File: src/logic/leaf_defs.svh
`ifndef LEAF_DEFS_SVH
`define LEAF_DEFS_SVH

// widths of one network packet and its fields.
`define PACKET_BITS 49
`define PAYLOAD_BITS 32
`define LEAF_BITS 5
`define PORT_BITS 4
`define TAG_BITS 7

// field positions inside a packet, valid bit on top.
`define VALID_BIT 48
`define LEAF_MSB 47
`define LEAF_LSB 43
`define PORT_MSB 42
`define PORT_LSB 39
`define TAG_MSB 38
`define TAG_LSB 32
`define PAYLOAD_MSB 31
`define PAYLOAD_LSB 0

// a configuration packet carries the new destination in its payload.
`define CFG_PORT 0
`define CFG_LEAF_MSB 8
`define CFG_LEAF_LSB 4
`define CFG_PORT_MSB 3
`define CFG_PORT_LSB 0

`define NUM_DATA_PORTS 2

// words per port FIFO, kept a power of two so the pointers wrap by themselves.
`define FIFO_DEPTH 8
`define FIFO_ADDR_BITS 3

`endif
File: src/logic/leaf_pkg.sv
`default_nettype none

`include "leaf_defs.svh"

package leaf_pkg;

    typedef logic [`PACKET_BITS-1:0] packet_t; // one packet as seen on the network bus.

    typedef logic [`PAYLOAD_BITS-1:0] payload_t;

    typedef logic [`LEAF_BITS-1:0] leaf_t;

    typedef logic [`PORT_BITS-1:0] port_t;

    // sequence number of an outgoing packet, wraps at 128.
    typedef logic [`TAG_BITS-1:0] tag_t;

    // the kernel sits idle until the host starts it and then runs until reset.
    typedef enum logic {
        ks_idle,
        ks_run
    } kernel_state_t;

endpackage

`default_nettype wire

File: src/logic/leaf_top.sv
`timescale 1ns/1ps
`default_nettype none

`include "leaf_defs.svh"

module leaf_top (
    input  wire                     clk,
    input  wire                     arst_n,
    input  wire leaf_pkg::packet_t  din_leaf_bft2interface,
    output leaf_pkg::packet_t       dout_leaf_interface2bft,
    input  wire                     resend,
    input  wire                     ap_start,
    output logic                    overflow
);

    logic                        cfg_wr;
    leaf_pkg::leaf_t             cfg_leaf;
    leaf_pkg::port_t             cfg_port;
    logic [`NUM_DATA_PORTS-1:0]  push;
    logic [`NUM_DATA_PORTS-1:0]  full;
    leaf_pkg::payload_t          push_data;  // shared by both FIFOs, push selects the one.

    logic [`NUM_DATA_PORTS-1:0]  vld_interface2user;
    logic [`NUM_DATA_PORTS-1:0]  ack_user2interface;
    leaf_pkg::payload_t          dout_leaf_interface2user_1;
    leaf_pkg::payload_t          dout_leaf_interface2user_2;

    logic                        vld_user2interface;
    logic                        ack_interface2user;
    leaf_pkg::payload_t          din_leaf_user2interface;

    packet_unpack packet_unpack_i (
        .clk                    (clk),
        .arst_n                 (arst_n),
        .din_leaf_bft2interface (din_leaf_bft2interface),
        .full                   (full),
        .push                   (push),
        .push_data              (push_data),
        .cfg_wr                 (cfg_wr),
        .cfg_leaf               (cfg_leaf),
        .cfg_port               (cfg_port),
        .overflow               (overflow)
    );

    port_fifo port_fifo_1_i (
        .clk                      (clk),
        .arst_n                   (arst_n),
        .push                     (push[0]),
        .push_data                (push_data),
        .full                     (full[0]),
        .vld_interface2user       (vld_interface2user[0]),
        .dout_leaf_interface2user (dout_leaf_interface2user_1),
        .ack_user2interface       (ack_user2interface[0])
    );

    port_fifo port_fifo_2_i (
        .clk                      (clk),
        .arst_n                   (arst_n),
        .push                     (push[1]),
        .push_data                (push_data),
        .full                     (full[1]),
        .vld_interface2user       (vld_interface2user[1]),
        .dout_leaf_interface2user (dout_leaf_interface2user_2),
        .ack_user2interface       (ack_user2interface[1])
    );

    add_kernel add_kernel_i (
        .clk                        (clk),
        .arst_n                     (arst_n),
        .ap_start                   (ap_start),
        .vld_interface2user         (vld_interface2user),
        .dout_leaf_interface2user_1 (dout_leaf_interface2user_1),
        .dout_leaf_interface2user_2 (dout_leaf_interface2user_2),
        .ack_user2interface         (ack_user2interface),
        .vld_user2interface         (vld_user2interface),
        .din_leaf_user2interface    (din_leaf_user2interface),
        .ack_interface2user         (ack_interface2user)
    );

    packet_pack packet_pack_i (
        .clk                     (clk),
        .arst_n                  (arst_n),
        .resend                  (resend),
        .cfg_wr                  (cfg_wr),
        .cfg_leaf                (cfg_leaf),
        .cfg_port                (cfg_port),
        .vld_user2interface      (vld_user2interface),
        .din_leaf_user2interface (din_leaf_user2interface),
        .ack_interface2user      (ack_interface2user),
        .dout_leaf_interface2bft (dout_leaf_interface2bft)
    );

endmodule

`default_nettype wire

File: src/logic/packet_pack.sv
`timescale 1ns/1ps
`default_nettype none

`include "leaf_defs.svh"

module packet_pack (
    input  wire                     clk,
    input  wire                     arst_n,
    input  wire                     resend,
    input  wire                     cfg_wr,
    input  wire leaf_pkg::leaf_t    cfg_leaf,
    input  wire leaf_pkg::port_t    cfg_port,
    input  wire                     vld_user2interface,
    input  wire leaf_pkg::payload_t din_leaf_user2interface,
    output logic                    ack_interface2user,
    output leaf_pkg::packet_t       dout_leaf_interface2bft
);

    leaf_pkg::leaf_t   dest_leaf;
    leaf_pkg::port_t   dest_port;
    leaf_pkg::tag_t    tag;
    leaf_pkg::packet_t pkt_next;
    leaf_pkg::packet_t pkt_q;

    assign ack_interface2user = vld_user2interface && !resend;

    always_comb begin
        pkt_next                            = '0;
        pkt_next[`VALID_BIT]                = 1'b1;
        pkt_next[`LEAF_MSB:`LEAF_LSB]       = dest_leaf;
        pkt_next[`PORT_MSB:`PORT_LSB]       = dest_port;
        pkt_next[`TAG_MSB:`TAG_LSB]         = tag;
        pkt_next[`PAYLOAD_MSB:`PAYLOAD_LSB] = din_leaf_user2interface;
    end

    always_ff @(posedge clk or negedge arst_n) begin
        if (!arst_n) begin
            dest_leaf <= '0;
            dest_port <= '0;
            tag       <= '0;
            pkt_q     <= '0;
        end else begin
            if (cfg_wr) begin
                dest_leaf <= cfg_leaf;
                dest_port <= cfg_port;
            end
            if (ack_interface2user) begin
                pkt_q <= pkt_next;
                tag   <= tag + 1'b1; // wraps from 127 to 0.
            end else if (!resend) begin
                pkt_q <= '0;
            end
            // A packet built just before resend rises is held and goes out once it falls.
        end
    end

    assign dout_leaf_interface2bft = resend ? '0 : pkt_q;

    a_resend_zero: assert property (@(posedge clk) disable iff (!arst_n)
        resend |-> (dout_leaf_interface2bft == '0))
        else $error("packet_pack: bus not zero during resend");

endmodule

`default_nettype wire

File: src/logic/add_kernel.sv
`timescale 1ns/1ps
`default_nettype none

`include "leaf_defs.svh"

module add_kernel (
    input  wire                          clk,
    input  wire                          arst_n,
    input  wire                          ap_start,
    input  wire [`NUM_DATA_PORTS-1:0]    vld_interface2user,
    input  wire leaf_pkg::payload_t      dout_leaf_interface2user_1,
    input  wire leaf_pkg::payload_t      dout_leaf_interface2user_2,
    output logic [`NUM_DATA_PORTS-1:0]   ack_user2interface,
    output logic                         vld_user2interface,
    output leaf_pkg::payload_t           din_leaf_user2interface,
    input  wire                          ack_interface2user
);

    leaf_pkg::kernel_state_t state;
    logic                    take;

    always_ff @(posedge clk or negedge arst_n) begin
        if (!arst_n) begin
            state <= leaf_pkg::ks_idle;
        end else if ((state == leaf_pkg::ks_idle) && ap_start) begin
            state <= leaf_pkg::ks_run; // no way back to idle short of reset.
        end
    end

    // both words are taken together, and only if the result slot frees up this cycle.
    assign take = (state == leaf_pkg::ks_run) && (&vld_interface2user) &&
                  (!vld_user2interface || ack_interface2user);

    assign ack_user2interface = {`NUM_DATA_PORTS{take}};

    always_ff @(posedge clk or negedge arst_n) begin
        if (!arst_n) begin
            vld_user2interface <= 1'b0;
        end else if (take) begin
            vld_user2interface <= 1'b1;
        end else if (ack_interface2user) begin
            vld_user2interface <= 1'b0;
        end
    end

    always_ff @(posedge clk) begin
        if (take) begin
            // carry out of bit 31 is lost on purpose.
            din_leaf_user2interface <= dout_leaf_interface2user_1 + dout_leaf_interface2user_2;
        end
    end

endmodule

`default_nettype wire

File: src/logic/port_fifo.sv
`timescale 1ns/1ps
`default_nettype none

`include "leaf_defs.svh"

module port_fifo (
    input  wire                     clk,
    input  wire                     arst_n,
    input  wire                     push,
    input  wire leaf_pkg::payload_t push_data,
    output logic                    full,
    output logic                    vld_interface2user,
    output leaf_pkg::payload_t      dout_leaf_interface2user,
    input  wire                     ack_user2interface
);

    leaf_pkg::payload_t          mem [`FIFO_DEPTH];
    logic [`FIFO_ADDR_BITS-1:0]  wr_ptr;
    logic [`FIFO_ADDR_BITS-1:0]  rd_ptr;
    logic [`FIFO_ADDR_BITS:0]    count; // one bit wider than the pointers to tell full from empty.

    always_ff @(posedge clk or negedge arst_n) begin
        if (!arst_n) begin
            wr_ptr <= '0;
            rd_ptr <= '0;
            count  <= '0;
        end else begin
            if (push) begin
                wr_ptr <= wr_ptr + 1'b1;
            end
            if (ack_user2interface) begin
                rd_ptr <= rd_ptr + 1'b1;
            end
            case ({push, ack_user2interface})
                2'b10:   count <= count + 1'b1;
                2'b01:   count <= count - 1'b1;
                default: count <= count; // both or neither leave the fill level alone.
            endcase
        end
    end

    always_ff @(posedge clk) begin
        if (push) begin
            mem[wr_ptr] <= push_data;
        end
    end

    assign full                     = (count == (`FIFO_ADDR_BITS+1)'(`FIFO_DEPTH));
    assign vld_interface2user       = (count != '0);
    assign dout_leaf_interface2user = mem[rd_ptr]; // head word, valid while vld is high.

    a_no_push_full: assert property (@(posedge clk) disable iff (!arst_n)
        push |-> !full)
        else $error("port_fifo: push while full");

    a_ack_vld: assert property (@(posedge clk) disable iff (!arst_n)
        ack_user2interface |-> vld_interface2user)
        else $error("port_fifo: ack without a word offered");

endmodule

`default_nettype wire

File: src/logic/packet_unpack.sv
`timescale 1ns/1ps
`default_nettype none

`include "leaf_defs.svh"

module packet_unpack (
    input  wire                          clk,
    input  wire                          arst_n,
    input  wire leaf_pkg::packet_t       din_leaf_bft2interface,
    input  wire [`NUM_DATA_PORTS-1:0]    full,
    output logic [`NUM_DATA_PORTS-1:0]   push,
    output leaf_pkg::payload_t           push_data,
    output logic                         cfg_wr,
    output leaf_pkg::leaf_t              cfg_leaf,
    output leaf_pkg::port_t              cfg_port,
    output logic                         overflow
);

    logic                        pkt_valid;
    leaf_pkg::port_t             pkt_port;
    logic                        cfg_d;
    logic [`NUM_DATA_PORTS-1:0]  req_d;
    logic [`NUM_DATA_PORTS-1:0]  req_q;
    leaf_pkg::payload_t          data_q;

    assign pkt_valid = din_leaf_bft2interface[`VALID_BIT];
    assign pkt_port  = din_leaf_bft2interface[`PORT_MSB:`PORT_LSB];

    // port 0 is configuration, data port i is reached through packet port i+1.
    always_comb begin
        cfg_d = pkt_valid && (pkt_port == leaf_pkg::port_t'(`CFG_PORT));
        for (int i = 0; i < `NUM_DATA_PORTS; i++) begin
            req_d[i] = pkt_valid && (pkt_port == leaf_pkg::port_t'(i + 1));
        end
    end

    always_ff @(posedge clk or negedge arst_n) begin
        if (!arst_n) begin
            req_q    <= '0;
            cfg_wr   <= 1'b0;
            overflow <= 1'b0;
        end else begin
            req_q  <= req_d;
            cfg_wr <= cfg_d;
            if (|(req_q & full)) begin
                overflow <= 1'b1; // sticky, only reset clears it.
            end
        end
    end

    // one payload register serves both the FIFO data and the configuration fields.
    always_ff @(posedge clk) begin
        if (pkt_valid) begin
            data_q <= din_leaf_bft2interface[`PAYLOAD_MSB:`PAYLOAD_LSB];
        end
    end

    // A word headed for a full FIFO is dropped here.
    assign push      = req_q & ~full;
    assign push_data = data_q;
    assign cfg_leaf  = data_q[`CFG_LEAF_MSB:`CFG_LEAF_LSB];
    assign cfg_port  = data_q[`CFG_PORT_MSB:`CFG_PORT_LSB];

    a_push_onehot: assert property (@(posedge clk) disable iff (!arst_n)
        $onehot0(push))
        else $error("packet_unpack: more than one FIFO pushed in one cycle");

endmodule

`default_nettype wire

File: config.mk
export PLATFORM = sky130hd
export DESIGN_NAME = leaf_top
export DESIGN_NICKNAME = d
export VERILOG_FILES = /design/src/logic/leaf_pkg.sv /design/src/logic/leaf_top.sv /design/src/logic/packet_pack.sv /design/src/logic/add_kernel.sv /design/src/logic/port_fifo.sv /design/src/logic/packet_unpack.sv
export VERILOG_INCLUDE_DIRS = /design/src /design/src/logic
export SDC_FILE = /design/constraint.sdc
export NUM_CORES = 1
export LEC_CHECK = 0
export BUFFER_PORTS_ARGS = -buffer_cell sky130_fd_sc_hd__buf_4
export CAP_MARGIN = 20
export CELL_PAD_IN_SITES_DETAIL_PLACEMENT = 2
export CELL_PAD_IN_SITES_GLOBAL_PLACEMENT = 2
export CORE_ASPECT_RATIO = 1.75
export CORE_MARGIN = 1
export CORE_UTILIZATION = 43
export DETAILED_ROUTE_END_ITERATION = 6
export GPL_ROUTABILITY_DRIVEN = 1
export PLACE_DENSITY_LB_ADDON = 0.12
export SLEW_MARGIN = 0
export SYNTH_ARGS = -nofsm -noshare
export SYNTH_HDL_FRONTEND = slang
export SYNTH_SLANG_ARGS = --single-unit
export TNS_END_PERCENT = 30
File: constraint.sdc
create_clock -name clk -period 5 [get_ports clk]
set_input_delay 0.75 -clock clk [delete_from_list [all_inputs] [get_ports clk]]
set_output_delay 0.75 -clock clk [all_outputs]
set_load 0.03 [all_outputs]
Yosys cells after proc, flatten, opt, wreduce, memory -nomap -nowiden
Memories as Yosys holds them, arrays and structs flattened. Index checks and enable logic that the tools add are counted.

Add/sub/neg operators: 10. Multiply operators: 0. Div/mod/pow operators: 0. Order comparisons: 0. Eq/ne operators: 9. Shift-type cells: 0. Muxes and demuxes: 11. Bitwise gates (word level): 4. Reduce and logical (&&, ||, !) cells: 18.

Operator list (number): two-way mux 49 bit (3); adder 32 bit (1); one-hot mux 4 bit (2 select lines) (2); adder 3 x 1 -> 3 bit, second input constant (4); adder 4 x 1 -> 4 bit, second input constant (2); equality test 4 bit, second input constant (2); nonzero test 4 bit (2); subtractor 4 x 1 -> 4 bit, second input constant (2); adder 7 x 1 -> 7 bit, second input constant (1); logical AND 1 bit (7); two-way mux 1 bit (6); nonzero test 2 bit (3); bitwise AND 2 bit (2); equality test 2 x 1 -> 1 bit, second input constant (2); equality test 2 bit, second input constant (2); equality test 4 x 1 -> 1 bit, second input constant (1); equality test 4 x 2 -> 1 bit, second input constant (1); zero test 4 bit (1); zero test 1 bit (2); != test 2 x 1 -> 1 bit, second input constant (1); NOT 2 bit (1); AND reduction 2 bit (1); OR reduction 2 bit (1); logical OR 1 bit (1); NOT 1 bit (1).

Register bits: 155. Bits in latches: 0. Memory bits (writable): 512. Memory bits (read-only): 0. Output and inout port bits: 50. Word-level logic and storage cells: 71. Memories kept: 2.

Memory list: port_fifo_1_i.mem (words 8, bits a word 32, read ports 1, clocked after Yosys merged registers in 0, wr ports 1, RTL line port_fifo.sv:17) `` leaf_pkg::payload_t mem [`FIFO_DEPTH]; ``; port_fifo_2_i.mem (words 8, bits a word 32, read ports 1, clocked after Yosys merged registers in 0, wr ports 1, RTL line port_fifo.sv:17).

Logic depth before layout (Yosys ltp)
Depth after elaboration: 6. Mapped depth: 14.

Hierarchy
A second synthesis with hierarchy kept.

Cell total of the unflattened synthesis: 1400. Area, all modules: 27271.2 um2.

By module, submodules not included: port_fifo (port_fifo_2_i) (times used 1, cells each 424, area an instance 10293.6 um2); port_fifo (port_fifo_1_i) (times used 1, cells each 424, area an instance 10289.9 um2); add_kernel (times used 1, cells each 282, area an instance 2802.7 um2); packet_pack (times used 1, cells each 218, area an instance 2696.3 um2); packet_unpack (times used 1, cells each 52, area an instance 1188.6 um2).

Worst setup path after synthesis
No wires, ideal clock.

Path type: reg2reg. From: register port_fifo_1_i.count[0]. To: memory port_fifo_1_i.mem[4][0] (netlist bit), enable pin. Setup time: 0.513 ns. Arrival time: 4.186 ns. Setup slack: 0.300 ns. Stages on the path, launching flop included: 6. Buffers on the path: 0. Clock period less this slack: 4.700 ns. Path through: dfrtp_1 nor3_1 nand2_1 and2_1 inv_1 nor4b_1.

Longest elaborated chain between the ends: 5.

Ends and longest elaborated chain: start, declared (RTL line port_fifo.sv:20) `` logic [`FIFO_ADDR_BITS:0] count; ``; start signal, assigned (RTL line port_fifo.sv:35) `2'b10: count <= count + 1'b1;`; start signal, assigned (RTL line port_fifo.sv:36) `2'b01: count <= count - 1'b1;`; start signal, assigned (RTL line port_fifo.sv:37) `default: count <= count;`; equality test 4 bit (RTL line port_fifo.sv:48) `` assign full = (count == (`FIFO_ADDR_BITS+1)'(`FIFO_DEPTH)); ``; NOT 2 bit (RTL line packet_unpack.sv:59) `assign push = req_q & ~full;`; bitwise AND 2 bit (RTL line packet_unpack.sv:59); two-way mux 1 bit (RTL line port_fifo.sv:43) `if (push) begin`; two-way mux 1 bit (not written as such) (RTL line port_fifo.sv:44) `mem[wr_ptr] <= push_data;`; end, declared (RTL line port_fifo.sv:17).

Every way passes these cells.

Final worst setup path
From: register port_fifo_1_i.rd_ptr[0]. To: register add_kernel_i.din_leaf_user2interface[31] (data pin).

Longest elaborated chain between the ends: 2.

Ends and longest elaborated chain: start, declared (RTL line port_fifo.sv:19) `` logic [`FIFO_ADDR_BITS-1:0] rd_ptr; ``; start signal, assigned (RTL line port_fifo.sv:32) `rd_ptr <= rd_ptr + 1'b1;`; memory read (8 x 32 bit); adder 32 bit (RTL line add_kernel.sv:49) `din_leaf_user2interface <= dout_leaf_interface2user_1 + dout_leaf_interface2user_2;`; end signal, assigned (RTL line add_kernel.sv:49); end, declared (RTL line add_kernel.sv:15) `output leaf_pkg::payload_t din_leaf_user2interface,`.

Every way passes these cells. A chain may end at the register's enable or synchronous reset.

==> out/results.txt <==
Outcome: finished clean
First-pass GRT wire length: 105400 µm
Row count: 120
Placed Cells: 2254
Routed vias/inst: 5.736
Startpoint Class: register
# IOs: 103
Post-synth EDFFs: 576
Mapped cell area: 0.02687 mm²
Worst Reg-to-Reg Cells: 11
CTS tree: yes
Final WS setup: 0.6859 ns
Clk slew on worst S/H paths: 0.07 ns
Crit path launch: port_fifo_1_i.rd_ptr[0]$_DFFE_PN0P_
Kind of end point of the critical path: register
P_leak: 0.01058 µW
Die Wd: 191.0 µm
DRC: 0
Cell Chain, Critical Path: buf_12 -> mux4_2 -> mux2_2 -> ha_1 -> a21o_1 -> o21bai_1 -> a21oi_1 -> o31ai_4 -> a311oi_1 -> a211oi_2 -> xnor2_1
Worst path depth: 11
Sink Count: 667
Pre-CTS WS: 0.7063 ns
Cts bufs inserted: 61
Async SR Flop Fraction: 13.64%
Hold WC Path Type: in -> async
Detailed Route WL: 72740 µm
Initial antenna violation count: 0
Predominant post-synthesis flop cell: edfxtp_1
Area of the core: 0.06141 mm²
Setup Buffers After CTS: 0
Worst Setup EP: add_kernel_i.din_leaf_user2interface[31]$_DFFE_PP_
ANT cells: 0
Share of layout cells above drive strength 1: 29.54%
Reg-to-Reg Start: port_fifo_1_i.rd_ptr[0]$_DFFE_PN0P_
Hpwl dp: 43710 µm
I/O Buffers: 90
Final Cell Area: 0.03082 mm²
Largest net degree at the start of global routing: 74
Top delay family on crit path: compound AO/OA/AOI/OAI gates
Syn-to-layout area delta: 14.68%
Fin. Hold Viols: 0
Final-report max-slew violation count: 0
R2r setup slk: 0.69 ns
Drt initial violations: 861
Cts hold-fix bufs: 0
Dpl cell area: 0.02868 mm²
Synth Register Bits: 667
Synth top area share: 64.36%
Minimum clock period: 4.314 ns
Hold WS: 0.1895 ns
Slowest cell on crit path: dfrtp_4
First-pass DRT Iterations: 5
Tcrit/Tclk final: 86.28%
CTS Root Cell: clkbuf_16
CP required: 5.38 ns
Post-DRT Antenna Nets: 0
Synth unique cells: 65
RSZ-0062 raised after global routing: false
VDD IR-drop max: 351.4 µV
Critical path type: reg -> reg
Routed len/inst: 30.73 µm
Worst-Margin Slew: 0.9586 ns
Tot GR Track Use: 23.53%
Max-cap viol count: 0
Setup TNS: 0 ns
Total Nets Final: 1622
Clock Skew: 0.02664 ns
Post-Syn Area per Cell: 19.13 µm²
CTS resizes: 0
Maximum fanout along the worst path: 36
PD cells: 668.9 mW/mm²
Clock latency on the worst-skew pair: 0.65 ns
Syn_nets: 1503
Grt ovf: 0
# setup viols final: 0
Worst r2r dst: add_kernel_i.din_leaf_user2interface[31]$_DFFE_PP_
Die height: 332.7 µm
Fmax: 0.2318 GHz
Vias in the first global route: 15450
Worst stage delay on the critical path: 0.71 ns
Finished Layout Cells: 2367
Post-synth top area cell: edfxtp_1
Yosys warns: 0
Worst Path Arrival: 4.69 ns
Area contributors post-synth: edfxtp_1 64%, mux4_2 11%, dfrtp_1 8.5%
Via count: 13580
Mapped Cells: 1405
Die area: 0.06354 mm²
Critical path buffer and inverter count: 1
Slew margin rel.: 35.96%
Final Wtd Congestion: 0.7693
Post-synthesis sequential area ratio: 72.84%
Initial core utilization: 43.76%
Clk buf depth: 3
Depth of the CTS H-tree: 2
-- report_power, final --
group / internal [µW] / leakage (µW) / total [µW] / switching (µW)
combinational: 3500 / 0.00319 / 7910 / 4410
clock: 2920 / 0.00104 / 5070 / 2150
sequential: 6910 / 0.00634 / 7640 / 726
total: 13300 / 0.0106 / 20600 / 7290
-- logic make-up (layout without fill, tap and decap cells) --
logic type,after synthesis,in the layout,synth area share [%]
DFF,667,667,72.84
muxes,206,206,13.97
and+or+nand+nor,192,192,3.688
AOI/OAI and AO/OA,159,159,4.405
buffers and inverters,87,256,1.322
xor gates and xnor gates,49,49,1.597
adders and majority gates,45,45,2.179
-- placed cells by master, fill, tap and decap left out, types with 4 or more instances in the layout --
cell	count
nand3_1	6
dfrtp_4	4
clkinv_1	8
edfxtp_1	576
clkbuf_1	6
xor2_1	13
bufinv_16	12
dfrtp_1	85
o21bai_1	8
nand2b_1	8
nand4_1	7
mux4_2	128
a311oi_1	4
a21oi_1	36
xnor2_1	36
o21ai_0	15
nor2_1	23
o21ai_1	5
clkbuf_16	63
nor2b_1	54
nor2_4	4
mux2i_1	5
nor3_2	7
ha_1	42
buf_4	121
nor3_1	7
nand2_1	54
a21o_1	13
a22o_1	47
inv_1	18
mux2_2	73
clkinvlp_4	6
clkinv_2	16
-- registers in the layout, summed over array words and instances (netlist names), 2 cells and up --
signal / flops
packet_unpack_i.req_q: 2
add_kernel_i.din_leaf_user2interface: 32
packet_pack_i.pkt_q: 49
port_fifo_2_i.rd_ptr: 3
port_fifo_2_i.wr_ptr: 3
packet_pack_i.tag: 7
port_fifo_1_i.count: 4
port_fifo_2_i.mem: 256
port_fifo_1_i.rd_ptr: 3
port_fifo_1_i.wr_ptr: 3
port_fifo_2_i.count: 4
packet_pack_i.dest_leaf: 5
packet_pack_i.dest_port: 4
packet_unpack_i.push_data: 32
port_fifo_1_i.mem: 256
-- how the worst min path moves through the flow --
stage,startpoint,end,slack [ns],cells past startpoint
after floorplan,add_kernel_i.state$_DFFE_PN0P_,add_kernel_i.state$_DFFE_PN0P_,0.44,1
after global placement,add_kernel_i.din_leaf_user2interface[0]$_DFFE_PP_,packet_pack_i.pkt_q[0]$_DFFE_PN0P_,0.44,1
after detailed placement,add_kernel_i.din_leaf_user2interface[5]$_DFFE_PP_,packet_pack_i.pkt_q[5]$_DFFE_PN0P_,0.45,1
after CTS,arst_n,port_fifo_2_i.wr_ptr[0]$_DFFE_PN0P_,0.21,1
after global routing,arst_n,port_fifo_2_i.count[1]$_DFFE_PN0P_,0.24,1
final,arst_n,port_fifo_2_i.wr_ptr[1]$_DFFE_PN0P_,0.19,1
-- final cells by class --
cell class,count,area (µm²)
inverter,19,71.32
clock inverter,44,538.0
sequential,667,19590
multi-input combinational,651,7057
timing repair buffer,124,968.4
tap,793,992.2
clock buffer,69,1599
fill,5431,30590
-- Yosys cell counts, types with 4 or more instances --
master    instances
a21o_1           13
a21oi_1          37
a22o_1           47
a311oi_1          4
buf_2            17
clkbuf_1         47
dfrtp_1          91
edfxtp_1        576
ha_1             42
inv_1            18
mux2_2           73
mux2i_1           5
mux4_2          128
nand2_1          54
nand2b_1          8
nand3_1           6
nand4_1           7
nor2_1           27
nor2b_1          55
nor3_1           14
nor3b_1           4
o21ai_0          15
o21ai_1           5
o21bai_1          8
xnor2_1          36
xor2_1           13
-- routing by layer --
metal  wire (µm)  part of all wire (%)  global-route usage (%)
met1       28450                    39                   28.18
met4        2229                   3.1                   7.864
met2       39480                    54                   43.01
met3        2578                   3.5                   3.018
met5           0                     0                       0
-- metrics by stage --
stage	utilization, %	total power, µW
2_1_floorplan	-	13100
3_3_place_gp	46.70	15320
3_5_place_dp	46.70	15620
4_1_cts	50.18	20860
5_1_grt	50.18	21590
6_report	50.18	20610
No activity file was read; power rests on OpenSTA's default activity.
